===== src/hw/soc_cfg.svh =====
`ifndef SOC_CFG_SVH
`define SOC_CFG_SVH

// ==============================
// Memory sizes
// ==============================

// Depth in 32-bit words
`define SOC_DMEM_DEPTH 128
`define SOC_IMEM_DEPTH 128

// ==============================
// Address map
// ==============================

// Compared against address bits 31:28
`define SOC_DMEM_BASE 4'h0
`define SOC_IMEM_BASE 4'h1
`define SOC_GPIO_BASE 4'h2

`endif


===== src/hw/soc_pkg.sv =====
package soc_pkg;

    // ==============================
    // Processor port
    // ==============================

    // RV32 load/store size, encoded as funct3
    typedef enum logic [2:0] {
        op_byte   = 3'b000,
        op_half   = 3'b001,
        op_word   = 3'b010,
        op_byte_u = 3'b100,
        op_half_u = 3'b101
    } mem_op_e;

    typedef struct packed {
        logic [31:0] addr;
        logic [31:0] wdata;
        logic        read;
        logic        write;
        mem_op_e     op;
    } mem_req_t;

    // ==============================
    // Wishbone
    // ==============================

    typedef struct packed {
        logic [31:0] adr;
        logic [31:0] dat;
        logic [3:0]  sel;
        logic        we;
        logic        cyc;
        logic        stb;
    } wb_m2s_t;

    typedef struct packed {
        logic [31:0] dat;
        logic        ack;
        logic        err;
    } wb_s2m_t;

    // Address decode result
    typedef enum logic [1:0] {
        reg_dmem = 2'd0,
        reg_imem = 2'd1,
        reg_gpio = 2'd2,
        reg_none = 2'd3
    } region_e;

endpackage : soc_pkg


===== src/hw/gpio_wb.sv =====
`timescale 1ns/1ns

module gpio_wb
    import soc_pkg::*;
(
    input  logic        clk,
    input  logic        arst_n_i,
    input  wb_m2s_t     wb_i,
    output wb_s2m_t     wb_o,
    input  logic [31:0] gpio_i,
    output logic [31:0] gpio_o,
    output logic [31:0] gpio_oe_o
);

    logic [31:0] in_meta;
    logic [31:0] in_sync;
    logic [31:0] dat_q;
    logic        ack_q;
    logic        access;
    logic [9:0]  offset;

    // Word offset within the block
    assign offset = wb_i.adr[11:2];
    assign access = wb_i.cyc && wb_i.stb && !ack_q;

    always_ff @(posedge clk or negedge arst_n_i)
    begin
        if (!arst_n_i)
        begin
            gpio_o    <= 32'h0;
            gpio_oe_o <= 32'h0;
            ack_q     <= 1'b0;
        end
        else
        begin
            ack_q <= access;
            if (access && wb_i.we)
            begin
                for (int i = 0; i < 4; i++)
                begin
                    if (wb_i.sel[i] && offset == 10'd0) gpio_o[8*i +: 8] <= wb_i.dat[8*i +: 8];
                    if (wb_i.sel[i] && offset == 10'd1) gpio_oe_o[8*i +: 8] <= wb_i.dat[8*i +: 8];
                end
            end
        end
    end

    // Two-flop input synchronizer, then read mux
    always_ff @(posedge clk)
    begin
        in_meta <= gpio_i;
        in_sync <= in_meta;
        if (access)
        begin
            case (offset)
                10'd0:   dat_q <= gpio_o;
                10'd1:   dat_q <= gpio_oe_o;
                10'd2:   dat_q <= in_sync;
                default: dat_q <= 32'h0;
            endcase
        end
    end

    assign wb_o = '{dat: dat_q, ack: ack_q, err: 1'b0};

endmodule : gpio_wb


===== config.mk =====
export PLATFORM = sky130hd
export DESIGN_NAME = gpio_wb
export DESIGN_NICKNAME = d
export VERILOG_FILES = /design/src/hw/soc_cfg.svh /design/src/hw/soc_pkg.sv /design/src/hw/gpio_wb.sv
export SDC_FILE = /design/constraint.sdc
export NUM_CORES = 1
export LEC_CHECK = 0
export ABC_AREA = 1
export ABC_CLOCK_PERIOD_IN_PS = 4700
export BUFFER_PORTS_ARGS = -buffer_cell sky130_fd_sc_hd__buf_4
export CAP_MARGIN = 5
export CORE_ASPECT_RATIO = 2
export CORE_MARGIN = 3
export CORE_UTILIZATION = 47
export CTS_BUF_LIST = sky130_fd_sc_hd__clkbuf_4 sky130_fd_sc_hd__clkbuf_8 sky130_fd_sc_hd__clkbuf_16
export DETAILED_ROUTE_END_ITERATION = 10
export MAX_ROUTING_LAYER = met4
export PLACE_DENSITY = 0.8
export SLEW_MARGIN = 20
export SYNTH_ARGS = -nofsm -noshare
export SYNTH_HDL_FRONTEND = slang
export SYNTH_SLANG_ARGS = --single-unit

===== constraint.sdc =====
create_clock -name clk -period 4.7 [get_ports clk]
set_input_delay 1.41 -clock clk [delete_from_list [all_inputs] [get_ports clk]]
set_output_delay 1.41 -clock clk [all_outputs]
set_load 0.01 [all_outputs]

==> results.yml <==
outcome:
  status: "completed"
clock_network:
  cts_sinks: 161
  cts_root_buf: "clkbuf_16"
  cts_setup_buffers: 0
  h-tree-depth: 4
  clock_latency_ns: 0.42
  cts_tree: "done"
  path_clk_slew_ns: 0.06
  cts.path.max_buffers: 2
  cts_made_buffers: 17
  cts_hold_buf: 0
  postCtsResizedCells: 0
detailed_routing:
  routedWlPerCell_um: 18.73
  antenna_left: 0
  vias: 5035
  drt-total-wl_um: 16540
  dr.pass1.iters: 5
  post-route-drc-count: 0
  vias_per_cell: 5.702
  drt_iter0_drc: 496
logic_synthesis:
  yosysMostFrequentCell: "nand3_1"
  syn_area_per_cell_um2: 10.50
  synth_seq_cells: 161
  synth_nets: 660
  netlist.area_leader.share_pct: 27.90
  synthArstFlopShare_pct: 40.37
  yosysTopAreaCell: "dfrtp_1"
  yosys-top-cells-area: "dfrtp_1, dfxtp_1, edfxtp_1"
  synth_edf_count: 32
  yosysWarnings: 0
  ys.flop_type: "dfrtp_1"
  synth_seq_area_share_pct: 66.37
  syn_area_mm2: 0.005829
  synthCells: 555
  synthTopCellsByCount: "nand3_1, nand2_1, dfrtp_1"
  synth_cell_type_count: 18
worst_setup_path:
  path_max_fanout: 51
  endpoint_kind: "flop"
  worstReg2RegStart: "ack_q"
  required_ns: 4.99
  crit_path_start_kind: "input pin"
  path_class: "input pin to flop"
  startpoint: "wb_i[46]"
  worstPathArrival_ns: 3.23
floorplan:
  die_area_mm2: 0.01386
  chipHeight_um: 163.5
  coreArea_mm2: 0.01212
  pin_count: 203
  rows: 57
  die_w_um: 84.75
  start_util_pct: 48.08
worst_hold_path:
  hold_path_class: "flop to flop"
  min_from: "in_meta[27]"
finish:
  fillers: 950
  antennaDiodeCount: 0
  nets: 828
  finalNonFillerCells: 883
  finalInstanceArea_mm2: 0.007861
  syn_to_final_growth_pct: 34.86
  drive_above_1_share_pct: 32.47
sta:
  fin_crit_sh_pct: 62.64
  drv_slew: 0
  finalWorstSetupSlack_ns: 1.756
  finalSetupViolCount: 0
  finClkSkew_ns: 0.008435
  relSlewSlack_pct: 43.68
  worst_slew_pin_slew_ns: 0.8448
  max_freq_mhz: 339.6
  grt_setup_unrepaired: "false"
  min_period_ns: 2.944
  hold_viol_final: 0
  final.setup.tns_ns: 0
placed_design:
  placedCellCount: 850
  pre_cts_slack_ns: 1.401
  place.gp.congestion: 0.8527
  dpl.hpwl_um: 11270
  place_area_mm2: 0.007239
  port_buffers: 179
power:
  p_leak_nw: 3.867
  irDropWorstVdd_mv: 0.2675
  pwr_density_cell_mw_per_mm2: 377.9
  finalPower_mw: 2.971
global_route:
  antenna_found_initial: 0
  globalRouteTotalUtil_pct: 24.56
  grt-ovfl-total: 0
  grt_pass1_vias: 5057
  grt_pass1_wl_um: 25780
  grt_max_degree: 66
run:
  maxCapViolations: 0
[state kept, by name, indices dropped and copies added (netlist names)]
name and count:
ack_q 1, dat_q 32, gpio_o 32, gpio_oe_o 32, in_meta 32, in_sync 32
[through the flow]
stage | hold WS, ns | util [%]
final | 0.3225 | 64.84
after global routing | 0.3291 | 64.84
after CTS | 0.3230 | 64.61
after detailed placement | 0.3121 | 59.71
after global placement | 0.3109 | 59.71
after floorplan | 0.3096 | -
[critical path, cell delays in order]
cell and delay (ns):
buf_4 0.11, nor2_1 0.09, nand2_1 0.09, nor2_4 0.52
buf_12 0.30, buf_4 0.38, nand3_1 0.16, nand3_1 0.12
[power by group]
group	leakage [nW]	switching (mW)	internal (mW)
combinational	1.81	0.0800	0.0617
sequential	1.78	0.0115	1.45
clock	0.281	0.557	0.810
[area by class of cell]
class                           count  area (µm²)  area share [%]
Clock buffer                       19       446.7           5.682
Clock inverter                     13       147.6           1.878
Inverter                            7       26.28          0.3342
Multi-Input combinational cell    346        1729           22.00
Sequential cell                   161        3869           49.21
Tap cell                          147       183.9           2.340
Timing Repair Buffer              190        1459           18.56
[placed cells by master, fill, tap and decap left out]
cell / netlist / final
buf_4: 10 / 188
nand3_1: 132 / 132
nand2_1: 131 / 131
dfrtp_1: 65 / 65
nand4_1: 64 / 64
dfxtp_1: 64 / 64
edfxtp_1: 32 / 32
clkbuf_16: 0 / 17
nor2_4: 5 / 8
inv_6: 0 / 5
nor2_1: 6 / 4
inv_1: 4 / 4
nand3_2: 4 / 4
clkinvlp_4: 0 / 4
inv_2: 3 / 3
bufinv_16: 0 / 2
nor2_2: 2 / 1
nand4_4: 1 / 1
conb_1: 1 / 1
clkinv_4: 0 / 1
clkbuf_4: 2 / 1
clkbuf_8: 0 / 1
clkinv_2: 0 / 1
buf_16: 0 / 1
buf_12: 0 / 1
[path summary, 6_finish.rpt]
check	to	slack [ns]	depth (start not counted)
max reg2reg	gpio_oe_o[2]	2.76	6
min in group asynchronous	gpio_oe_o[24]	1.09	1
max in group asynchronous	gpio_oe_o[13]	3.05	1
min	in_sync[27]	0.32	0
max	dat_q[8]	1.76	8
min reg2reg	in_sync[27]	0.32	0
[kinds of logic after synthesis]
logic type / share of synthesized area, %
and+or+nand+nor: 29.25
buffers and inverters: 4.314
other: 0.06433
DFF: 66.37
[per-layer routing]
layer | up-vias | wire length [µm] | global-route usage, %
li1 | 2281 | - | -
met1 | 2426 | 5438 | 25.82
met2 | 267 | 9029 | 41.36
met3 | 61 | 1113 | 5.149
met4 | 0 | 956 | 15.63
met5 | - | 0 | -
(Power assumes the default switching activity.)
