`src/hw/soc_cfg.svh`:
```
`ifndef SOC_CFG_SVH
`define SOC_CFG_SVH

// ==============================
// Memory sizes
// ==============================

// Depth in 32-bit words
`define SOC_DMEM_DEPTH 128
`define SOC_IMEM_DEPTH 128

// ==============================
// Address map
// ==============================

// Compared against address bits 31:28
`define SOC_DMEM_BASE 4'h0
`define SOC_IMEM_BASE 4'h1
`define SOC_GPIO_BASE 4'h2

`endif

```
`src/hw/soc_pkg.sv`:
```
package soc_pkg;

    // ==============================
    // Processor port
    // ==============================

    // RV32 load/store size, encoded as funct3
    typedef enum logic [2:0] {
        op_byte   = 3'b000,
        op_half   = 3'b001,
        op_word   = 3'b010,
        op_byte_u = 3'b100,
        op_half_u = 3'b101
    } mem_op_e;

    typedef struct packed {
        logic [31:0] addr;
        logic [31:0] wdata;
        logic        read;
        logic        write;
        mem_op_e     op;
    } mem_req_t;

    // ==============================
    // Wishbone
    // ==============================

    typedef struct packed {
        logic [31:0] adr;
        logic [31:0] dat;
        logic [3:0]  sel;
        logic        we;
        logic        cyc;
        logic        stb;
    } wb_m2s_t;

    typedef struct packed {
        logic [31:0] dat;
        logic        ack;
        logic        err;
    } wb_s2m_t;

    // Address decode result
    typedef enum logic [1:0] {
        reg_dmem = 2'd0,
        reg_imem = 2'd1,
        reg_gpio = 2'd2,
        reg_none = 2'd3
    } region_e;

endpackage : soc_pkg

```
`src/hw/wb_intercon.sv`:
```
`timescale 1ns/1ns
`include "soc_cfg.svh"

module wb_intercon
    import soc_pkg::*;
(
    input  logic    clk,
    input  logic    arst_n_i,
    input  wb_m2s_t m_i,
    output wb_s2m_t m_o,
    output wb_m2s_t dmem_o,
    output wb_m2s_t imem_o,
    output wb_m2s_t gpio_o,
    input  wb_s2m_t dmem_i,
    input  wb_s2m_t imem_i,
    input  wb_s2m_t gpio_i
);

    region_e region;
    logic    err_q;

    // Region from the top address nibble
    always_comb
    begin
        case (m_i.adr[31:28])
            `SOC_DMEM_BASE: region = reg_dmem;
            `SOC_IMEM_BASE: region = reg_imem;
            `SOC_GPIO_BASE: region = reg_gpio;
            default:        region = reg_none;
        endcase
    end

    // Only the selected slave sees cyc and stb
    always_comb
    begin
        dmem_o     = m_i;
        imem_o     = m_i;
        gpio_o     = m_i;
        dmem_o.cyc = m_i.cyc && (region == reg_dmem);
        dmem_o.stb = m_i.stb && (region == reg_dmem);
        imem_o.cyc = m_i.cyc && (region == reg_imem);
        imem_o.stb = m_i.stb && (region == reg_imem);
        gpio_o.cyc = m_i.cyc && (region == reg_gpio);
        gpio_o.stb = m_i.stb && (region == reg_gpio);
    end

    // Error responder for unmapped space pulses once per access
    always_ff @(posedge clk or negedge arst_n_i)
    begin
        if (!arst_n_i)
            err_q <= 1'b0;
        else
            err_q <= m_i.cyc && m_i.stb && (region == reg_none) && !err_q;
    end

    always_comb
    begin
        case (region)
            reg_dmem: m_o = dmem_i;
            reg_imem: m_o = imem_i;
            reg_gpio: m_o = gpio_i;
            default:  m_o = '{dat: 32'h0, ack: 1'b0, err: err_q};
        endcase
    end

endmodule : wb_intercon

```
`config.mk`:
```
export PLATFORM = sky130hd
export DESIGN_NAME = wb_intercon
export DESIGN_NICKNAME = d
export VERILOG_FILES = /design/src/hw/soc_pkg.sv /design/src/hw/wb_intercon.sv
export VERILOG_INCLUDE_DIRS = /design/src /design/src/hw
export SDC_FILE = /design/constraint.sdc
export NUM_CORES = 1
export LEC_CHECK = 0
export BUFFER_PORTS_ARGS = -buffer_cell sky130_fd_sc_hd__buf_2
export CORE_AREA = 2 2 166 168
export DETAILED_ROUTE_END_ITERATION = 10
export DIE_AREA = 0 0 168 170
export GPL_TIMING_DRIVEN = 0
export PLACE_DENSITY_LB_ADDON = 0.12
export SKIP_CTS_REPAIR_TIMING = 1
export SYNTH_ARGS = -nofsm -noshare
export SYNTH_HDL_FRONTEND = slang
export SYNTH_SLANG_ARGS = --single-unit
```
`constraint.sdc`:
```
create_clock -name clk -period 1.05 [get_ports clk]
set_clock_uncertainty 0.15 [all_clocks]
set_input_delay 0.0525 -clock clk [delete_from_list [all_inputs] [get_ports clk]]
set_output_delay 0.0525 -clock clk [all_outputs]
set_load 0.01 [all_outputs]
```
==> impl_metrics.env, run 1 <==
export IMPL_status="complete, but fails checks"
export IMPL_violations="negative setup slack"
export IMPL_grt_max_degree=11
export IMPL_reg2reg_depth=1
export IMPL_ys_async_sr_fraction_pct=100
export IMPL_antenna_found_initial=0
export IMPL_track_usage_pct=6.48
export IMPL_worst_slew_margin_rel_pct=76.3
export IMPL_critPathMaxFanout=8
export IMPL_drt_iter0_markers=35
export IMPL_num_fill_cells=3049
export IMPL_largest_reg_flops=1
export IMPL_clk_latency_ns=0
export IMPL_ys_types=22
export IMPL_synth_ff_type="dfrtp_1"
export IMPL_num_nets_final=877
export IMPL_finalHoldViolations=0
export IMPL_dieArea_sq_um=28600
export IMPL_synth_edf_count=0
export IMPL_synth_seq_cells=1
export IMPL_insertedDiodeCount=0
export IMPL_endpoint_kind="output port"
export IMPL_slew_viol_final=0
export IMPL_pre_cts_slack_ns=-0.735
export IMPL_drive_above_1_share_pct=88.1
export IMPL_yosysWarnings=0
export IMPL_arrival_ns=1.18
export IMPL_reg2reg_slack_ns=0.23
export IMPL_synthToLayoutAreaGrowth_pct=108
export IMPL_period_needed_ns=1.39
export IMPL_synth_most_common_cell="buf_4"
export IMPL_synth_common_cells="209 x buf_4, 35 x nand2_1, 33 x mux2i_1"
export IMPL_grt_pass1_wl_um=15000
export IMPL_numPortBuffers=355
export IMPL_dpl_cell_area_sq_um=4930
export IMPL_finalWirelength_um=11100
export IMPL_setup_tns_ns=-10.34
export IMPL_num_vias=3099
export IMPL_io_pins=422
export IMPL_cp_data_required_time_ns=0.85
export IMPL_setup_viol=38
export IMPL_reg_top3="err_q (1)"
export IMPL_p_leak_nw=3.03
export IMPL_wl_per_cell_um=10.6
export IMPL_largest_register="err_q"
export IMPL_rsz0062_at_grt="yes"
export IMPL_viasPerCell=2.98
export IMPL_synth_avg_cell_area_sq_um=7.45
export IMPL_hpwl_um=9860
export IMPL_min_path_type="in -> out"
export IMPL_core_area_sq_um=26700
export IMPL_first_pass_iters=4
export IMPL_syn_nets=512
export IMPL_place_inst=1033
export IMPL_critical_path_class="in -> out"
export IMPL_drv_cap=0
export IMPL_synth_top_cell_area_share_pct=62.5
export IMPL_fp_row_count=60
export IMPL_routabilityCongestion=0.664
export IMPL_setup_slack_ns=-0.335
export IMPL_grt_overflow=0
export IMPL_fmax_mhz=722
export IMPL_synth_area_leaders="buf_4 62%, mux2i_1 13%, o21ai_2 7.0%, nand2_1 5.2%, buf_6 2.2%"
export IMPL_syn_area_sq_um=2510
export IMPL_worstMarginPinSlew_ns=0.356
export IMPL_synth_seq_area_share_pct=0.997
export IMPL_syn_instance_count=337
export IMPL_fin_cells=1041
export IMPL_vdd_drop_max_mv=0.205
export IMPL_holdPathStages=2
export IMPL_drc=0
export IMPL_yosys_area_top_type="buf_4"
export IMPL_die_h_um=170
export IMPL_grt_pass1_vias=2828
export IMPL_die_w_um=168
export IMPL_start_kind="input port"
export IMPL_post_route_period_util_pct=132
export IMPL_initial_core_util_pct=9.42
export IMPL_finalInstanceArea_sq_um=5230
export IMPL_worst_hold_slack_ns=0.138
export IMPL_power_density_nw_per_um2=381
export IMPL_ant_nets=0
-- kinds of logic (layout without fill, tap and decap cells) --
family          after synthesis  in the layout  synth area share [%]
simple gates                 46             46                  9.02
compound gates               37             37                  10.7
buf+inv                     219            582                  65.7
flops                         1              1                 0.996
mux                          34             34                  13.6
-- worst paths after layout --
path | start | to
max reg2reg | err_q$_DFF_PN0_ | err_q$_DFF_PN0_
max | m_i[70] | dmem_o[0]
min reg2reg | err_q$_DFF_PN0_ | err_q$_DFF_PN0_
min | m_i[12] | imem_o[12]
max in group asynchronous | arst_n_i | err_q$_DFF_PN0_
min in group asynchronous | arst_n_i | err_q$_DFF_PN0_
-- routing by layer --
| metal | global-route usage (%) | part of all wire (%) | up-vias |
|---|---|---|---|
| li1 | - | - | 1607 |
| met1 | 6.59 | 33 | 1283 |
| met2 | 14.2 | 58 | 205 |
| met3 | 1.02 | 9.1 | 4 |
| met4 | 0.189 | 0.50 | 0 |
| met5 | 0 | 0 | - |
-- layout by cell type (no fill, tap or decap) --
cell,instances
nand2_1,35
nor3_1,1
buf_6,23
o21ai_1,2
nor2_1,1
clkbuf_4,1
a21oi_1,1
nor3b_4,2
buf_2,332
buf_4,216
dfrtp_1,1
o41ai_1,1
o21ai_0,2
o22ai_1,1
and2_4,2
a211oi_1,1
clkbuf_16,2
buf_8,2
and3_1,2
nor4b_4,1
mux2_2,1
o21ai_2,9
o21ai_4,20
dlygate4sd3_1,1
buf_12,5
or3_4,1
mux2i_1,33
nand2b_1,1
-- report_power, final --
part	internal [mW]	switching, mW	leakage (nW)	total (mW)
sequential	0.0415	0.00156	0.0133	0.0430
clock	0	0	0	0
combinational	1.17	0.781	3.02	1.95
-- cell type report --
cell class	count	area, sq um	share of cell area (%)
timing repair buffer	363	2020	38.7
buffer	219	1720	32.8
multi-input combinational	117	1040	19.9
tap	341	427	8.15
sequential	1	25.0	0.478
-- worst max-delay path, cell delays in order --
cell,delay [ns]
buf_12,0.11
or3_4,0.39
buf_12,0.16
buf_12,0.14
nor3b_4,0.17
buf_2,0.16
-- stage by stage --
| stage | util [%] | power (mW) |
|---|---|---|
| finish | 19.6 | 1.99 |
| global route | 19.6 | 2.15 |
| CTS | 18.5 | 1.93 |
| detailed placement | 18.5 | 1.93 |
| global placement | 18.5 | 1.94 |
| floorplan | - | 1.20 |
Note: power is estimated with default switching activity, not from simulation.
==> inputs of run 2 (changes only) <==
--- a/config.mk
+++ b/config.mk
@@ -11,7 +11,9 @@
 export DETAILED_ROUTE_END_ITERATION = 10
 export DIE_AREA = 0 0 168 170
 export GPL_TIMING_DRIVEN = 0
+export MAX_ROUTING_LAYER = met4
 export PLACE_DENSITY_LB_ADDON = 0.12
+export REMOVE_ABC_BUFFERS = 1
 export SKIP_CTS_REPAIR_TIMING = 1
 export SYNTH_ARGS = -nofsm -noshare
 export SYNTH_HDL_FRONTEND = slang
==> impl_metrics.env, run 2 (synthesized netlist as in run 1, its figures left out) <==
export IMPL_status="complete, but fails checks"
export IMPL_violations="negative setup slack"
export IMPL_power_density_nw_per_um2=531
export IMPL_cp_data_required_time_ns=0.85
export IMPL_ant_nets=0
export IMPL_critical_path_class="in -> out"
export IMPL_track_usage_pct=17.8
export IMPL_antenna_found_initial=13
export IMPL_core_area_sq_um=26700
export IMPL_setup_tns_ns=-49.27
export IMPL_holdPathStages=3
export IMPL_fp_row_count=60
export IMPL_wl_per_cell_um=39.9
export IMPL_start_kind="input port"
export IMPL_drt_iter0_markers=139
export IMPL_setup_slack_ns=-0.338
export IMPL_routabilityCongestion=0.773
export IMPL_slowest_delay_ns=1.12
export IMPL_final_cell_mix="140 x buf_2, 66 x dlygate4sd3_1, 33 x mux2i_1"
export IMPL_grt_pass1_vias=1936
export IMPL_finalWirelength_um=29000
export IMPL_num_nets_final=549
export IMPL_place_inst=623
export IMPL_largest_reg_flops=1
export IMPL_min_path_type="in -> reg"
export IMPL_hpwl_um=23700
export IMPL_clk_latency_ns=0
export IMPL_reg_top3="err_q (1)"
export IMPL_wl_met2_um=13100
export IMPL_wl_met3_um=5290
export IMPL_period_needed_ns=1.39
export IMPL_drive_above_1_share_pct=64.5
export IMPL_numPortBuffers=161
export IMPL_cpLargestDelayFamily="buffers and inverters"
export IMPL_p_leak_nw=1.63
export IMPL_drv_cap=0
export IMPL_die_w_um=168
export IMPL_io_pins=422
export IMPL_worst_hold_slack_ns=0.192
export IMPL_fin_cells=728
export IMPL_grt_pass1_wl_um=30400
export IMPL_fmax_mhz=721
export IMPL_dieArea_sq_um=28600
export IMPL_critPathMaxFanout=3
export IMPL_wl_met1_um=9180
export IMPL_finalHoldViolations=0
export IMPL_slew_viol_final=0
export IMPL_worstMarginPinSlew_ns=0.895
export IMPL_endpoint_kind="output port"
export IMPL_top_layer="met4"
export IMPL_grt_max_degree=46
export IMPL_vdd_drop_max_mv=0.102
export IMPL_die_h_um=170
export IMPL_post_route_period_util_pct=132
export IMPL_pre_cts_slack_ns=-1.40
export IMPL_arrival_ns=1.19
export IMPL_path_cells="dlygate4sd3_1"
export IMPL_worst_slew_margin_rel_pct=40.2
export IMPL_initial_core_util_pct=9.42
export IMPL_layout_commonest_cell="buf_2"
export IMPL_grt_overflow=0
export IMPL_synthToLayoutAreaGrowth_pct=39.0
export IMPL_viasPerCell=3.61
export IMPL_largest_register="err_q"
export IMPL_num_vias=2626
export IMPL_cts_clk_slew_worst_paths_ns=0
export IMPL_rsz0062_at_grt="yes"
export IMPL_critical_path_depth=1
export IMPL_crit_buf_inv=1
export IMPL_drc=0
export IMPL_first_pass_iters=4
export IMPL_reg2reg_depth=1
export IMPL_setup_viol=235
export IMPL_critical_path_slowest_cell="dlygate4sd3_1"
==> run 2: cell types whose count changed in the layout (fill, tap and decap cells not counted), moves of 14 or more <==
cell,previous run,this run
buf_2,332,140
buf_4,216,10
diode_2,0,15
dlygate4sd3_1,1,66
o21ai_2,9,27
o21ai_4,20,6
==> run 2: final cells by class <==
cell class,instances,area (sq um)
diodes,15,37.5
fillers,3043,23200
multi-input cells,119,1030
flip-flops and latches,1,25.0
well taps,341,427
repair buffers,252,1970
==> run 2: power by group <==
group          switching (mW)  internal (mW)
Sequential            0.00319         0.0414
Clock                       0     0.00000192
Combinational            1.17          0.636
Total                    1.17          0.678
==> run 2: worst paths after layout <==
path	startpoint	end	slack (ns)
max	m_i[64]	dmem_o[64]	-0.34
min	m_i[1]	err_q$_DFF_PN0_	0.19
max reg2reg	err_q$_DFF_PN0_	err_q$_DFF_PN0_	0.19
min reg2reg	err_q$_DFF_PN0_	err_q$_DFF_PN0_	0.37
max in group asynchronous	arst_n_i	err_q$_DFF_PN0_	0.43
min in group asynchronous	arst_n_i	err_q$_DFF_PN0_	0.23
==> run 2: per-stage QoR <==
stage / cell area (sq um) / utilization (%) / power (mW)
after CTS: 2140 / 8.03 / 0.720
after floorplan: 861 / - / 0.263
final: 3490 / 13.1 / 1.85
after detailed placement: 2140 / 8.03 / 0.718
after global routing: 3480 / 13.1 / 1.91
after global placement: 2090 / 7.85 / 0.702
==> run 2: routing by layer <==
layer  track usage [%]  vias up
li1                  -      973
met1              10.6     1229
met2              29.0      337
met3              22.5       87
met4              5.67        0
met5                 -        -
==> inputs of run 3 (changes only) <==
--- a/config.mk
+++ b/config.mk
@@ -13,8 +13,10 @@
 export GPL_TIMING_DRIVEN = 0
 export MAX_ROUTING_LAYER = met4
 export PLACE_DENSITY_LB_ADDON = 0.12
+export RECOVER_POWER = 50
 export REMOVE_ABC_BUFFERS = 1
 export SKIP_CTS_REPAIR_TIMING = 1
+export SLEW_MARGIN = 20
 export SYNTH_ARGS = -nofsm -noshare
 export SYNTH_HDL_FRONTEND = slang
 export SYNTH_SLANG_ARGS = --single-unit
==> constraint.sdc (replaced) <==
create_clock -name clk -period 1.1 [get_ports clk]
set_clock_uncertainty 0.15 [all_clocks]
set_input_delay 0.055 -clock clk [delete_from_list [all_inputs] [get_ports clk]]
set_output_delay 0.055 -clock clk [all_outputs]
set_load 0.01 [all_outputs]
==> impl_metrics.env, run 3 (synthesized netlist as in run 1, its figures left out) <==
export IMPL_multi_input_area_sq_um=953
export IMPL_combPwrFrac_pct=97.6
export IMPL_initial_core_util_pct=9.42
export IMPL_largest_reg_flops=1
export IMPL_arrival_ns=1.22
export IMPL_die_h_um=170
export IMPL_crit_buf_inv=1
export IMPL_clk_latency_ns=0
export IMPL_cp_data_required_time_ns=0.89
export IMPL_first_pass_iters=4
export IMPL_antenna_found_initial=16
export IMPL_period_needed_ns=1.43
export IMPL_finalWirelength_um=28700
export IMPL_reg_top3="err_q (1)"
export IMPL_wl_per_cell_um=39.5
export IMPL_fin_util_pct=12.7
export IMPL_final_cell_mix="142 x buf_2, 66 x dlygate4sd3_1, 33 x mux2i_1"
export IMPL_largest_register="err_q"
export IMPL_critPathMaxFanout=3
export IMPL_fmax_mhz=702
export IMPL_vdd_drop_max_mv=0.0889
export IMPL_cpLargestDelayFamily="buffers and inverters"
export IMPL_core_area_sq_um=26700
export IMPL_num_nets_final=549
export IMPL_ant_nets=0
export IMPL_dieArea_sq_um=28600
export IMPL_p_leak_nw=1.60
export IMPL_setup_tns_ns=-38.93
export IMPL_track_usage_pct=17.7
export IMPL_setup_viol=233
export IMPL_drt_iter0_markers=127
export IMPL_p_sw_mw=1.09
export IMPL_worst_slew_margin_rel_pct=37.0
export IMPL_slew_viol_final=0
export IMPL_grt_overflow=0
export IMPL_drv_cap=0
export IMPL_rsz0062_at_grt="yes"
export IMPL_seqPwrFrac_pct=2.4
export IMPL_die_w_um=168
export IMPL_post_route_period_util_pct=130
export IMPL_power_density_nw_per_um2=507
export IMPL_status="complete, but fails checks"
export IMPL_num_fill_cells=3076
export IMPL_drive_above_1_share_pct=62.9
export IMPL_critical_path_slowest_cell="dlygate4sd3_1"
export IMPL_setup_slack_ns=-0.325
export IMPL_register_area_sq_um=25.0
export IMPL_finalHoldViolations=0
export IMPL_clockPowerShare_pct=0
export IMPL_swShare_pct=63.7
export IMPL_start_kind="input port"
export IMPL_num_vias=2648
export IMPL_grt_pass1_wl_um=30400
export IMPL_path_cells="dlygate4sd3_1"
export IMPL_min_path_type="in -> reg"
export IMPL_p_int_uw=624
export IMPL_worst_hold_slack_ns=0.183
export IMPL_hpwl_um=23700
export IMPL_numPortBuffers=161
export IMPL_viasPerCell=3.65
export IMPL_worstMarginPinSlew_ns=0.942
export IMPL_critical_path_class="in -> out"
export IMPL_io_pins=422
export IMPL_layout_commonest_cell="buf_2"
export IMPL_drc=0
export IMPL_violations="negative setup slack"
export IMPL_grt_pass1_vias=1991
export IMPL_cts_clk_slew_worst_paths_ns=0
export IMPL_pre_cts_slack_ns=-0.926
export IMPL_synthToLayoutAreaGrowth_pct=34.9
export IMPL_endpoint_kind="output port"
export IMPL_fp_row_count=60
export IMPL_slowest_delay_ns=1.15
export IMPL_routabilityCongestion=0.773
export IMPL_grt_max_degree=46
==> run 3: metal layers <==
metal / global-route usage [%] / vias to the layer above / share of wire (%)
li1: - / 975 / -
met1: 10.1 / 1267 / 32
met2: 28.8 / 336 / 45
met3: 23.3 / 70 / 18
met4: 6.05 / 0 / 5.2
met5: - / - / 0
==> run 3: path summary, 6_finish.rpt <==
path | start | to | slack, ns | cells after the start
max | m_i[64] | dmem_o[64] | -0.33 | 1
min | m_i[0] | err_q$_DFF_PN0_ | 0.18 | 3
max reg2reg | err_q$_DFF_PN0_ | err_q$_DFF_PN0_ | 0.30 | 1
min reg2reg | err_q$_DFF_PN0_ | err_q$_DFF_PN0_ | 0.32 | 1
max in group asynchronous | arst_n_i | err_q$_DFF_PN0_ | 0.49 | 2
min in group asynchronous | arst_n_i | err_q$_DFF_PN0_ | 0.23 | 2
==> run 3: final cells by class <==
type,instances,area share (%)
timing repair buffer,252,57.6
multi-input combinational,119,28.1
tap,341,12.6
antenna,13,0.960
sequential,1,0.739
==> run 3: power by group through the flow <==
stage | Combinational (mW) | Sequential [mW] | Clock [mW]
6_report | 1.68 | 0.0417 | 0.00000159
5_1_grt | 1.73 | 0.0422 | 0.00000158
4_1_cts | 0.645 | 0.0411 | 0
3_5_place_dp | 0.643 | 0.0409 | 0
3_3_place_gp | 0.629 | 0.0412 | 0
2_1_floorplan | 0.210 | 0.0406 | 0
==> run 3: per-stage QoR <==
step / instances / area (sq um) / power [mW]
6_report: 726 / 3390 / 1.72
5_1_grt: 726 / 3390 / 1.77
4_1_cts: 624 / 2150 / 0.687
3_5_place_dp: 624 / 2150 / 0.684
3_3_place_gp: 620 / 2090 / 0.670
2_1_floorplan: 118 / 861 / 0.251
