**config.mk**
```make
export PLATFORM = sky130hd
export DESIGN_NAME = wb_master_bridge
export DESIGN_NICKNAME = d
export VERILOG_FILES = /design/src/hw/soc_cfg.svh /design/src/hw/soc_pkg.sv /design/src/hw/wb_master_bridge.sv
export SDC_FILE = /design/constraint.sdc
export NUM_CORES = 1
export LEC_CHECK = 0
export CORE_AREA = 2 2 82 84
export DETAILED_ROUTE_END_ITERATION = 10
export DIE_AREA = 0 0 84 86
export DONT_BUFFER_PORTS = 1
export GPL_ROUTABILITY_DRIVEN = 0
export SLEW_MARGIN = 20
export SYNTH_ARGS = -nofsm -noshare
export SYNTH_HDL_FRONTEND = slang
export SYNTH_SLANG_ARGS = --single-unit
export TNS_END_PERCENT = 50
```
**constraint.sdc**
```tcl
create_clock -name clk -period 1.75 [get_ports clk]
set_input_delay 0.2625 -clock clk [delete_from_list [all_inputs] [get_ports clk]]
set_output_delay 0.2625 -clock clk [all_outputs]
set_load 0.005 [all_outputs]
```
**src/hw/soc_cfg.svh**
```systemverilog
`ifndef SOC_CFG_SVH
`define SOC_CFG_SVH

// ==============================
// Memory sizes
// ==============================

// Depth in 32-bit words
`define SOC_DMEM_DEPTH 128
`define SOC_IMEM_DEPTH 128

// ==============================
// Address map
// ==============================

// Compared against address bits 31:28
`define SOC_DMEM_BASE 4'h0
`define SOC_IMEM_BASE 4'h1
`define SOC_GPIO_BASE 4'h2

`endif

```
**src/hw/soc_pkg.sv**
```systemverilog
package soc_pkg;

    // ==============================
    // Processor port
    // ==============================

    // RV32 load/store size, encoded as funct3
    typedef enum logic [2:0] {
        op_byte   = 3'b000,
        op_half   = 3'b001,
        op_word   = 3'b010,
        op_byte_u = 3'b100,
        op_half_u = 3'b101
    } mem_op_e;

    typedef struct packed {
        logic [31:0] addr;
        logic [31:0] wdata;
        logic        read;
        logic        write;
        mem_op_e     op;
    } mem_req_t;

    // ==============================
    // Wishbone
    // ==============================

    typedef struct packed {
        logic [31:0] adr;
        logic [31:0] dat;
        logic [3:0]  sel;
        logic        we;
        logic        cyc;
        logic        stb;
    } wb_m2s_t;

    typedef struct packed {
        logic [31:0] dat;
        logic        ack;
        logic        err;
    } wb_s2m_t;

    // Address decode result
    typedef enum logic [1:0] {
        reg_dmem = 2'd0,
        reg_imem = 2'd1,
        reg_gpio = 2'd2,
        reg_none = 2'd3
    } region_e;

endpackage : soc_pkg

```
**src/hw/wb_master_bridge.sv**
```systemverilog
`timescale 1ns/1ns

module wb_master_bridge
    import soc_pkg::*;
(
    input  logic        clk,
    input  logic        arst_n_i,
    input  mem_req_t    req_i,
    output logic [31:0] rdata_o,
    output logic        stall_o,
    output logic        err_o,
    output wb_m2s_t     wb_o,
    input  wb_s2m_t     wb_i
);

    typedef enum logic [1:0] {
        st_idle,
        st_bus,
        st_done
    } state_e;

    state_e      state;
    logic [1:0]  lane;
    logic [31:0] rd_shift;
    logic [31:0] rd_ext;
    logic        bus_end;

    assign lane    = req_i.addr[1:0];
    assign bus_end = (state == st_bus) && (wb_i.ack || wb_i.err);

    always_ff @(posedge clk or negedge arst_n_i)
    begin
        if (!arst_n_i)
        begin
            state <= st_idle;
            err_o <= 1'b0;
        end
        else
        begin
            case (state)
                st_idle: if (req_i.read || req_i.write) state <= st_bus;
                st_bus:
                begin
                    if (bus_end)
                    begin
                        state <= st_done;
                        err_o <= wb_i.err;
                    end
                end
                default: state <= st_idle;
            endcase
        end
    end

    // Processor is held from the request cycle until done
    assign stall_o = (state == st_bus) ||
                     ((state == st_idle) && (req_i.read || req_i.write));

    // Request is held by the processor, so the bus fields follow it directly
    always_comb
    begin
        wb_o.adr = {req_i.addr[31:2], 2'b00};
        wb_o.dat = req_i.wdata << {lane, 3'b000};
        wb_o.we  = req_i.write;
        wb_o.cyc = (state == st_bus);
        wb_o.stb = (state == st_bus);
        case (req_i.op)
            op_byte, op_byte_u: wb_o.sel = 4'b0001 << lane;
            op_half, op_half_u: wb_o.sel = 4'b0011 << lane;
            default:            wb_o.sel = 4'b1111;
        endcase
    end

    // Load lane back to bit 0, then extend
    assign rd_shift = wb_i.dat >> {lane, 3'b000};

    always_comb
    begin
        case (req_i.op)
            op_byte:   rd_ext = {{24{rd_shift[7]}}, rd_shift[7:0]};
            op_half:   rd_ext = {{16{rd_shift[15]}}, rd_shift[15:0]};
            op_byte_u: rd_ext = {24'h0, rd_shift[7:0]};
            op_half_u: rd_ext = {16'h0, rd_shift[15:0]};
            default:   rd_ext = rd_shift;
        endcase
    end

    always_ff @(posedge clk)
    begin
        if (bus_end) rdata_o <= wb_i.err ? 32'h0 : rd_ext;
    end

endmodule : wb_master_bridge

```
==> results of run 1 <==
## placed cells by master, fill, tap and decap left out, types with 3 or more instances in the layout
cell type / instances
sky130_fd_sc_hd__nor2b_1: 17
sky130_fd_sc_hd__nor2_1: 14
sky130_fd_sc_hd__a211oi_1: 22
sky130_fd_sc_hd__o22ai_2: 8
sky130_fd_sc_hd__a21oi_1: 23
sky130_fd_sc_hd__o21ai_0: 17
sky130_fd_sc_hd__dfrtp_1: 3
sky130_fd_sc_hd__and2_1: 9
sky130_fd_sc_hd__mux2i_1: 33
sky130_fd_sc_hd__buf_4: 6
sky130_fd_sc_hd__nand2_1: 18
sky130_fd_sc_hd__clkbuf_8: 5
sky130_fd_sc_hd__edfxtp_1: 32
sky130_fd_sc_hd__or2_2: 8
## kinds of logic (layout without fill, tap and decap cells)
group / after synthesis / after routing / synth area share
compound gates: 79 / 79 / 0.198
xor+xnor: 1 / 1 / 0.00313
buf+inv: 57 / 17 / 0.143
flops: 35 / 35 / 0.370
mux: 36 / 36 / 0.137
other cells: 1 / 2 / 0.00134
simple gates: 74 / 74 / 0.147
## layout make-up
| type | count | area (um^2) |
|---|---|---|
| fillers | 607 | 3620 |
| multi-input cells | 192 | 1370 |
| flip-flops and latches | 35 | 1040 |
| well taps | 77 | 96.3 |
| repair buffers | 8 | 75.1 |
| clock buffers | 6 | 72.6 |
| clock inverters | 2 | 8.76 |
| inverters | 1 | 3.75 |
## report_power, final
group / switching (mW) / internal (mW) / total, mW
clock: 0.274 / 0.273 / 0.547
combinational: 0.315 / 0.242 / 0.558
sequential: 0.137 / 1.24 / 1.38
## worst max path at each step
stage,slack (ns),to,from
6_report,0.43,rdata_o[13],state[0]
5_1_grt,0.34,rdata_o[13],state[0]
4_1_cts,0.42,rdata_o[6],state[0]
3_5_place_dp,0.33,rdata_o[10],req_i[37]
3_3_place_gp,0.38,rdata_o[22],req_i[38]
2_1_floorplan,0.08,rdata_o[0],wb_i[0]
## metal layers
metal | up-vias | track usage | part of all wire
met5 | - | 0 | 0
met4 | 0 | 0.0587 | 0.010
met3 | 6 | 0.0693 | 0.097
met2 | 136 | 0.356 | 0.52
met1 | 917 | 0.208 | 0.37
li1 | 901 | - | -
## through the flow
step | power [mW] | hold slack, ns
CTS | 2.52 | 0.0876
detailed placement | 1.97 | -0.0330
global route | 2.62 | 0.0875
finish | 2.48 | 0.0922
global placement | 1.95 | -0.0330
floorplan | 1.90 | -0.0331
## registers in the layout (all words and copies together) (netlist names)
name and count:
rdata_o 32, state 2, err_o 1
==> metrics.txt, run 1 <==
# TYPE chip_impl_metric gauge
chip_impl_metric{name="syn2layout_area_growth",unit="%"} -5.01
chip_impl_metric{name="portBuffers",unit=""} 0
chip_impl_metric{name="drt-pass1-iter-count",unit=""} 5
chip_impl_metric{name="number_of_max_slew_violations_in_the_final_report",unit=""} 0
chip_impl_metric{name="globalRouteOverflowTotal",unit=""} 0
chip_impl_metric{name="max_freq",unit="GHz"} 0.759
chip_impl_metric{name="clock-sinks",unit=""} 35
chip_impl_metric{name="synth.avg_cell_area",unit="um^2"} 9.89
chip_impl_info{name="cp_slowest_cell",value="sky130_fd_sc_hd__dfrtp_1"} 1
chip_impl_metric{name="highest_net_fanout_along_the_worst_path",unit=""} 28
chip_impl_info{name="outcome",value="finished, final reports clean"} 1
chip_impl_metric{name="cts.path.max_buffers",unit=""} 2
chip_impl_info{name="setup.worst_path.end_class",value="register"} 1
chip_impl_metric{name="setup_viol",unit=""} 0
chip_impl_metric{name="crit_arrival",unit="ns"} 1.30
chip_impl_metric{name="antenna_cells",unit=""} 0
chip_impl_info{name="hold-path-endpoint",value="state[1]"} 1
chip_impl_metric{name="final.setup.worst_slack",unit="ns"} 0.432
chip_impl_metric{name="grt_pass1_vias",unit=""} 2007
chip_impl_metric{name="synthesized_area",unit="um^2"} 2800
chip_impl_metric{name="dp.final_hpwl",unit="um"} 5370
chip_impl_info{name="worst_setup_path_start_kind",value="register"} 1
chip_impl_metric{name="seq_area_frac_synth",unit=""} 0.370
chip_impl_info{name="synth_area_leaders",value="sky130_fd_sc_hd__edfxtp_1 34%, sky130_fd_sc_hd__mux2i_1 12%, sky130_fd_sc_hd__buf_4 9.7%, sky130_fd_sc_hd__a211oi_1 5.9%, sky130_fd_sc_hd__a21oi_1 4.1%"} 1
chip_impl_metric{name="postRouteAntennaNets",unit=""} 0
chip_impl_metric{name="core_area",unit="um^2"} 6280
chip_impl_metric{name="dp_slack",unit="ns"} 0.332
chip_impl_metric{name="instances_no_fill",unit=""} 321
chip_impl_metric{name="worst_r2r_path_cells",unit=""} 3
chip_impl_info{name="tritoncts",value="yes"} 1
chip_impl_metric{name="initial_core_utilization",unit=""} 0.446
chip_impl_metric{name="post_dr_wirelength_cell",unit="um"} 22.2
chip_impl_info{name="rsz_0062_raised_after_global_routing",value="false"} 1
chip_impl_metric{name="max-vdd-ir-drop",unit="uV"} 509
chip_impl_metric{name="vias",unit=""} 1960
chip_impl_metric{name="die_area",unit="um^2"} 7220
chip_impl_metric{name="finalHoldViolations",unit=""} 0
chip_impl_metric{name="yosysTopAreaCellShare",unit=""} 0.343
chip_impl_metric{name="cellLeakagePower",unit="nW"} 0.962
chip_impl_metric{name="numCtsBuffers",unit=""} 5
chip_impl_metric{name="num_rows",unit=""} 29
chip_impl_metric{name="worst_path_largest_cell_delay",unit="ns"} 0.37
chip_impl_metric{name="ys_ff_latch",unit=""} 35
chip_impl_metric{name="global_route_wire_length_before_repair",unit="um"} 11000
chip_impl_metric{name="drc_violation_count_after_routing",unit=""} 0
chip_impl_info{name="cts_root_buf",value="sky130_fd_sc_hd__clkbuf_8"} 1
chip_impl_metric{name="chipHeight",unit="um"} 86
chip_impl_metric{name="placed_cells",unit=""} 312
chip_impl_info{name="hp-start",value="wb_i[1]"} 1
chip_impl_metric{name="place_area",unit="um^2"} 2570
chip_impl_metric{name="drv.max_cap_violation_count",unit=""} 0
chip_impl_metric{name="final_core_util",unit=""} 0.424
chip_impl_metric{name="die_x",unit="um"} 84
chip_impl_metric{name="timing.critical_path.required",unit="ns"} 1.73
chip_impl_metric{name="period_needed",unit="ns"} 1.32
chip_impl_metric{name="cells_after_synthesis",unit=""} 283
chip_impl_info{name="timing.setup.critical_path_class",value="register to register"} 1
chip_impl_info{name="worstPathCellList",value="nor2b_1, o21a_2, buf_12"} 1
chip_impl_metric{name="min_path_cells",unit=""} 1
chip_impl_info{name="synth_top_area_cell",value="sky130_fd_sc_hd__edfxtp_1"} 1
chip_impl_metric{name="summed_negative_setup_slack_over_all_endpoints",unit="ns"} 0
chip_impl_metric{name="drt_first_iter_violations",unit=""} 84
chip_impl_metric{name="latest_clock_arrival_within_the_worst_skew_pair",unit="ns"} 0.28
chip_impl_info{name="post_synth_most_frequent_cells",value="36 x sky130_fd_sc_hd__buf_4, 33 x sky130_fd_sc_hd__mux2i_1, 32 x sky130_fd_sc_hd__edfxtp_1"} 1
chip_impl_metric{name="synth-warning-count",unit=""} 0
chip_impl_metric{name="grt_util_all_layers",unit=""} 0.193
chip_impl_metric{name="crit_buf_inv",unit=""} 1
chip_impl_metric{name="part_of_the_cycle_the_worst_path_needs",unit=""} 0.753
chip_impl_metric{name="max-slew-margin-rel",unit=""} 0.589
chip_impl_metric{name="routed_via_density",unit=""} 6.11
chip_impl_metric{name="power.density_cell_area",unit="nW/um^2"} 934
chip_impl_metric{name="antenna_found_initial",unit=""} 0
chip_impl_metric{name="cts_max_level",unit=""} 2
chip_impl_info{name="reg2reg_to",value="rdata_o[13]"} 1
chip_impl_metric{name="holdBufCountCts",unit=""} 1
chip_impl_metric{name="routed_wl",unit="um"} 7130
chip_impl_metric{name="cp_num_cells",unit=""} 3
chip_impl_metric{name="finalClockSkew",unit="ns"} 0.00483
chip_impl_metric{name="layout.nets",unit=""} 348
chip_impl_metric{name="max_slew.worst_pin.slew",unit="ns"} 0.614
chip_impl_info{name="cpLargestDelayFamily",value="flip-flops"} 1
chip_impl_metric{name="ys_types",unit=""} 37
chip_impl_metric{name="ff2ff_setup_slack",unit="ns"} 0.43
chip_impl_metric{name="drive_gt1_frac",unit=""} 0.156
chip_impl_metric{name="clkSlewWorstSetupHoldPaths",unit="ns"} 0.07
chip_impl_info{name="hold_path_class",value="input port to register"} 1
chip_impl_metric{name="top_level_ports",unit=""} 210
chip_impl_metric{name="synth_edf_count",unit=""} 32
chip_impl_metric{name="grt_max_degree",unit=""} 73
chip_impl_info{name="synth_flop_cell",value="sky130_fd_sc_hd__edfxtp_1"} 1
chip_impl_metric{name="postCtsSetupRepairBufs",unit=""} 0
chip_impl_metric{name="async_reset_ff_frac",unit=""} 0.0857
chip_impl_info{name="post-synth-top-count-cell",value="sky130_fd_sc_hd__buf_4"} 1
chip_impl_metric{name="post_cts_resized",unit=""} 0
chip_impl_info{name="r2r_start",value="state[0]"} 1
chip_impl_metric{name="final_design_area_no_fill",unit="um^2"} 2660
No activity file was read; power rests on OpenSTA's default activity.
==> run 2, diff against run 1 <==
==> constraint.sdc (replaced) <==
create_clock -name clk -period 1.11 [get_ports clk]
set_input_delay 0.1665 -clock clk [delete_from_list [all_inputs] [get_ports clk]]
set_output_delay 0.1665 -clock clk [all_outputs]
set_load 0.005 [all_outputs]
==> run 2 against run 1 <==
The run now ends with setup timing left. Clock skew shrank 0.0029 ns. Clock-buffer cell count is the same. Critical path depth is the same. Critical path type unchanged. Die area is the same. Via count grew 2.2%. Sequential power grew 59%. First-iteration DRC count grew 7.1%. Combinational power grew 110%. Power grew 83%. Flip-flop and latch count is the same.
==> metrics.txt, run 2 (synthesis results as in run 1) <==
# TYPE chip_impl_metric gauge
chip_impl_info{name="outcome",value="complete, but fails checks"} 1
chip_impl_info{name="violations",value="setup timing"} 1
chip_impl_metric{name="latest_clock_arrival_within_the_worst_skew_pair",unit="ns"} 0.29
chip_impl_metric{name="grt_max_degree",unit=""} 73
chip_impl_metric{name="cts.path.max_buffers",unit=""} 2
chip_impl_metric{name="placed_cells",unit=""} 320
chip_impl_metric{name="fin_worst_hold_slack",unit="ns"} 0.0257
chip_impl_info{name="setup.worst_path.end_class",value="register"} 1
chip_impl_metric{name="antenna_cells",unit=""} 0
chip_impl_metric{name="drt_first_iter_violations",unit=""} 90
chip_impl_info{name="rsz_0062_raised_after_global_routing",value="true"} 1
chip_impl_metric{name="postRouteAntennaNets",unit=""} 0
chip_impl_info{name="hp-start",value="wb_i[0]"} 1
chip_impl_metric{name="met2_capacity_usage_during_global_routing",unit=""} 0.342
chip_impl_metric{name="post_dr_wirelength_cell",unit="um"} 22.3
chip_impl_metric{name="cts_max_level",unit=""} 2
chip_impl_metric{name="final_design_area_no_fill",unit="um^2"} 2850
chip_impl_metric{name="chipHeight",unit="um"} 86
chip_impl_metric{name="largest_reg_flops",unit=""} 32
chip_impl_metric{name="met1_usage",unit=""} 0.221
chip_impl_metric{name="worst_r2r_path_cells",unit=""} 3
chip_impl_info{name="timing.setup.critical_path_class",value="register to register"} 1
chip_impl_metric{name="global_route_wire_length_before_repair",unit="um"} 11000
chip_impl_metric{name="grt_util_all_layers",unit=""} 0.195
chip_impl_info{name="hold_path_class",value="input port to register"} 1
chip_impl_metric{name="top_level_ports",unit=""} 210
chip_impl_metric{name="setup_viol",unit=""} 35
chip_impl_metric{name="crit_arrival",unit="ns"} 1.18
chip_impl_metric{name="core_area",unit="um^2"} 6280
chip_impl_metric{name="part_of_the_cycle_the_worst_path_needs",unit=""} 1.05
chip_impl_info{name="hold-path-endpoint",value="err_o"} 1
chip_impl_info{name="cts_root_buf",value="sky130_fd_sc_hd__clkbuf_8"} 1
chip_impl_metric{name="vias",unit=""} 2003
chip_impl_metric{name="dp.final_hpwl",unit="um"} 5660
chip_impl_info{name="registers_with_the_most_flip_flops",value="rdata_o (32), state (2), err_o (1)"} 1
chip_impl_metric{name="min_path_cells",unit=""} 1
chip_impl_metric{name="drive_gt1_frac",unit=""} 0.204
chip_impl_metric{name="layout.nets",unit=""} 359
chip_impl_metric{name="numCtsBuffers",unit=""} 5
chip_impl_metric{name="drv.max_cap_violation_count",unit=""} 0
chip_impl_info{name="r2r_start",value="state[1]"} 1
chip_impl_metric{name="finalHoldViolations",unit=""} 0
chip_impl_metric{name="timing.critical_path.required",unit="ns"} 1.12
chip_impl_metric{name="clock-sinks",unit=""} 35
chip_impl_metric{name="design_power_total",unit="mW"} 4.55
chip_impl_metric{name="drt-pass1-iter-count",unit=""} 4
chip_impl_info{name="global_route.peak_usage_layer",value="met2"} 1
chip_impl_metric{name="max_freq",unit="GHz"} 0.854
chip_impl_metric{name="instances_no_fill",unit=""} 332
chip_impl_info{name="largest-register",value="rdata_o"} 1
chip_impl_metric{name="die_x",unit="um"} 84
chip_impl_metric{name="routed_via_density",unit=""} 6.03
chip_impl_metric{name="clkSlewWorstSetupHoldPaths",unit="ns"} 0.07
chip_impl_metric{name="grt_pass1_vias",unit=""} 2026
chip_impl_metric{name="place_area",unit="um^2"} 2680
chip_impl_metric{name="final.setup.worst_slack",unit="ns"} -0.0604
chip_impl_info{name="worst_setup_path_start_kind",value="register"} 1
chip_impl_metric{name="period_needed",unit="ns"} 1.17
chip_impl_metric{name="power.density_cell_area",unit="nW/um^2"} 1600
chip_impl_metric{name="finalClockSkew",unit="ns"} 0.00196
chip_impl_metric{name="die_area",unit="um^2"} 7220
chip_impl_metric{name="ff2ff_setup_slack",unit="ns"} -0.06
chip_impl_metric{name="num_rows",unit=""} 29
chip_impl_metric{name="initial_core_utilization",unit=""} 0.446
chip_impl_metric{name="portBuffers",unit=""} 0
chip_impl_metric{name="number_of_max_slew_violations_in_the_final_report",unit=""} 0
chip_impl_metric{name="cellLeakagePower",unit="nW"} 1.06
chip_impl_metric{name="drc_violation_count_after_routing",unit=""} 0
chip_impl_metric{name="global_route.usage.met3",unit=""} 0.0626
chip_impl_metric{name="max-vdd-ir-drop",unit="uV"} 907
chip_impl_metric{name="highest_net_fanout_along_the_worst_path",unit=""} 15
chip_impl_metric{name="antenna_found_initial",unit=""} 0
chip_impl_info{name="most-common-layout-cells",value="33 x sky130_fd_sc_hd__mux2i_1, 32 x sky130_fd_sc_hd__edfxtp_1, 23 x sky130_fd_sc_hd__a21oi_1"} 1
chip_impl_metric{name="final_core_util",unit=""} 0.454
chip_impl_metric{name="globalRouteOverflowTotal",unit=""} 0
chip_impl_info{name="final_common_cell",value="sky130_fd_sc_hd__mux2i_1"} 1
chip_impl_metric{name="final.fill_count",unit=""} 600
chip_impl_info{name="reg2reg_to",value="rdata_o[22]"} 1
chip_impl_info{name="tritoncts",value="yes"} 1
chip_impl_metric{name="dp_slack",unit="ns"} -0.182
chip_impl_metric{name="routed_wl",unit="um"} 7400
chip_impl_metric{name="syn2layout_area_growth",unit="%"} 1.88
chip_impl_metric{name="summed_negative_setup_slack_over_all_endpoints",unit="ns"} -1.75
==> run 2: how the worst max path moves through the flow <==
stage,from,endpoint,slack (ns),cells after the start
finish,state[1],rdata_o[22],-0.06,3
global route,state[1],rdata_o[22],-0.10,3
CTS,state[1],rdata_o[22],-0.06,3
detailed placement,req_i[37],rdata_o[12],-0.18,3
global placement,req_i[37],rdata_o[13],-0.16,3
floorplan,req_i[38],rdata_o[16],-0.20,5
==> run 2: cell type report <==
class / count / area [um^2] / area share
inverter: 1 / 3.75 / 0.00132
sequential: 35 / 1040 / 0.363
multi-input combinational: 192 / 1390 / 0.489
timing repair buffer: 19 / 204 / 0.0715
clock inverter: 2 / 35.0 / 0.0123
clock buffer: 6 / 82.6 / 0.0290
tap: 77 / 96.3 / 0.0338
==> run 2: worst max-delay path: stages (launching register included) <==
cell and delay, ns:
sky130_fd_sc_hd__dfrtp_1 0.41, sky130_fd_sc_hd__nor2b_4 0.13, sky130_fd_sc_hd__o21a_4 0.19, sky130_fd_sc_hd__buf_12 0.15
==> run 2: routing by layer <==
layer	up-vias	share of wire	routed length (um)
met2	129	0.50	3730
met5	-	0	0
met3	10	0.088	649
met1	937	0.39	2880
li1	927	-	-
met4	0	0.019	144
==> run 2: power breakdown <==
group | switching (mW) | internal (mW)
registers | 0.231 | 1.96
clock network | 0.468 | 0.727
logic | 0.575 | 0.595
total | 1.28 | 3.28
==> run 2: timing repair <==
item	4_1_cts	5_1_grt
hold endpoints to repair	4	1
setup endpoints to repair	35	35
buffers inserted	1	0
pin swaps	2	1
gates resized for setup	4	0
hold buffers	2	1
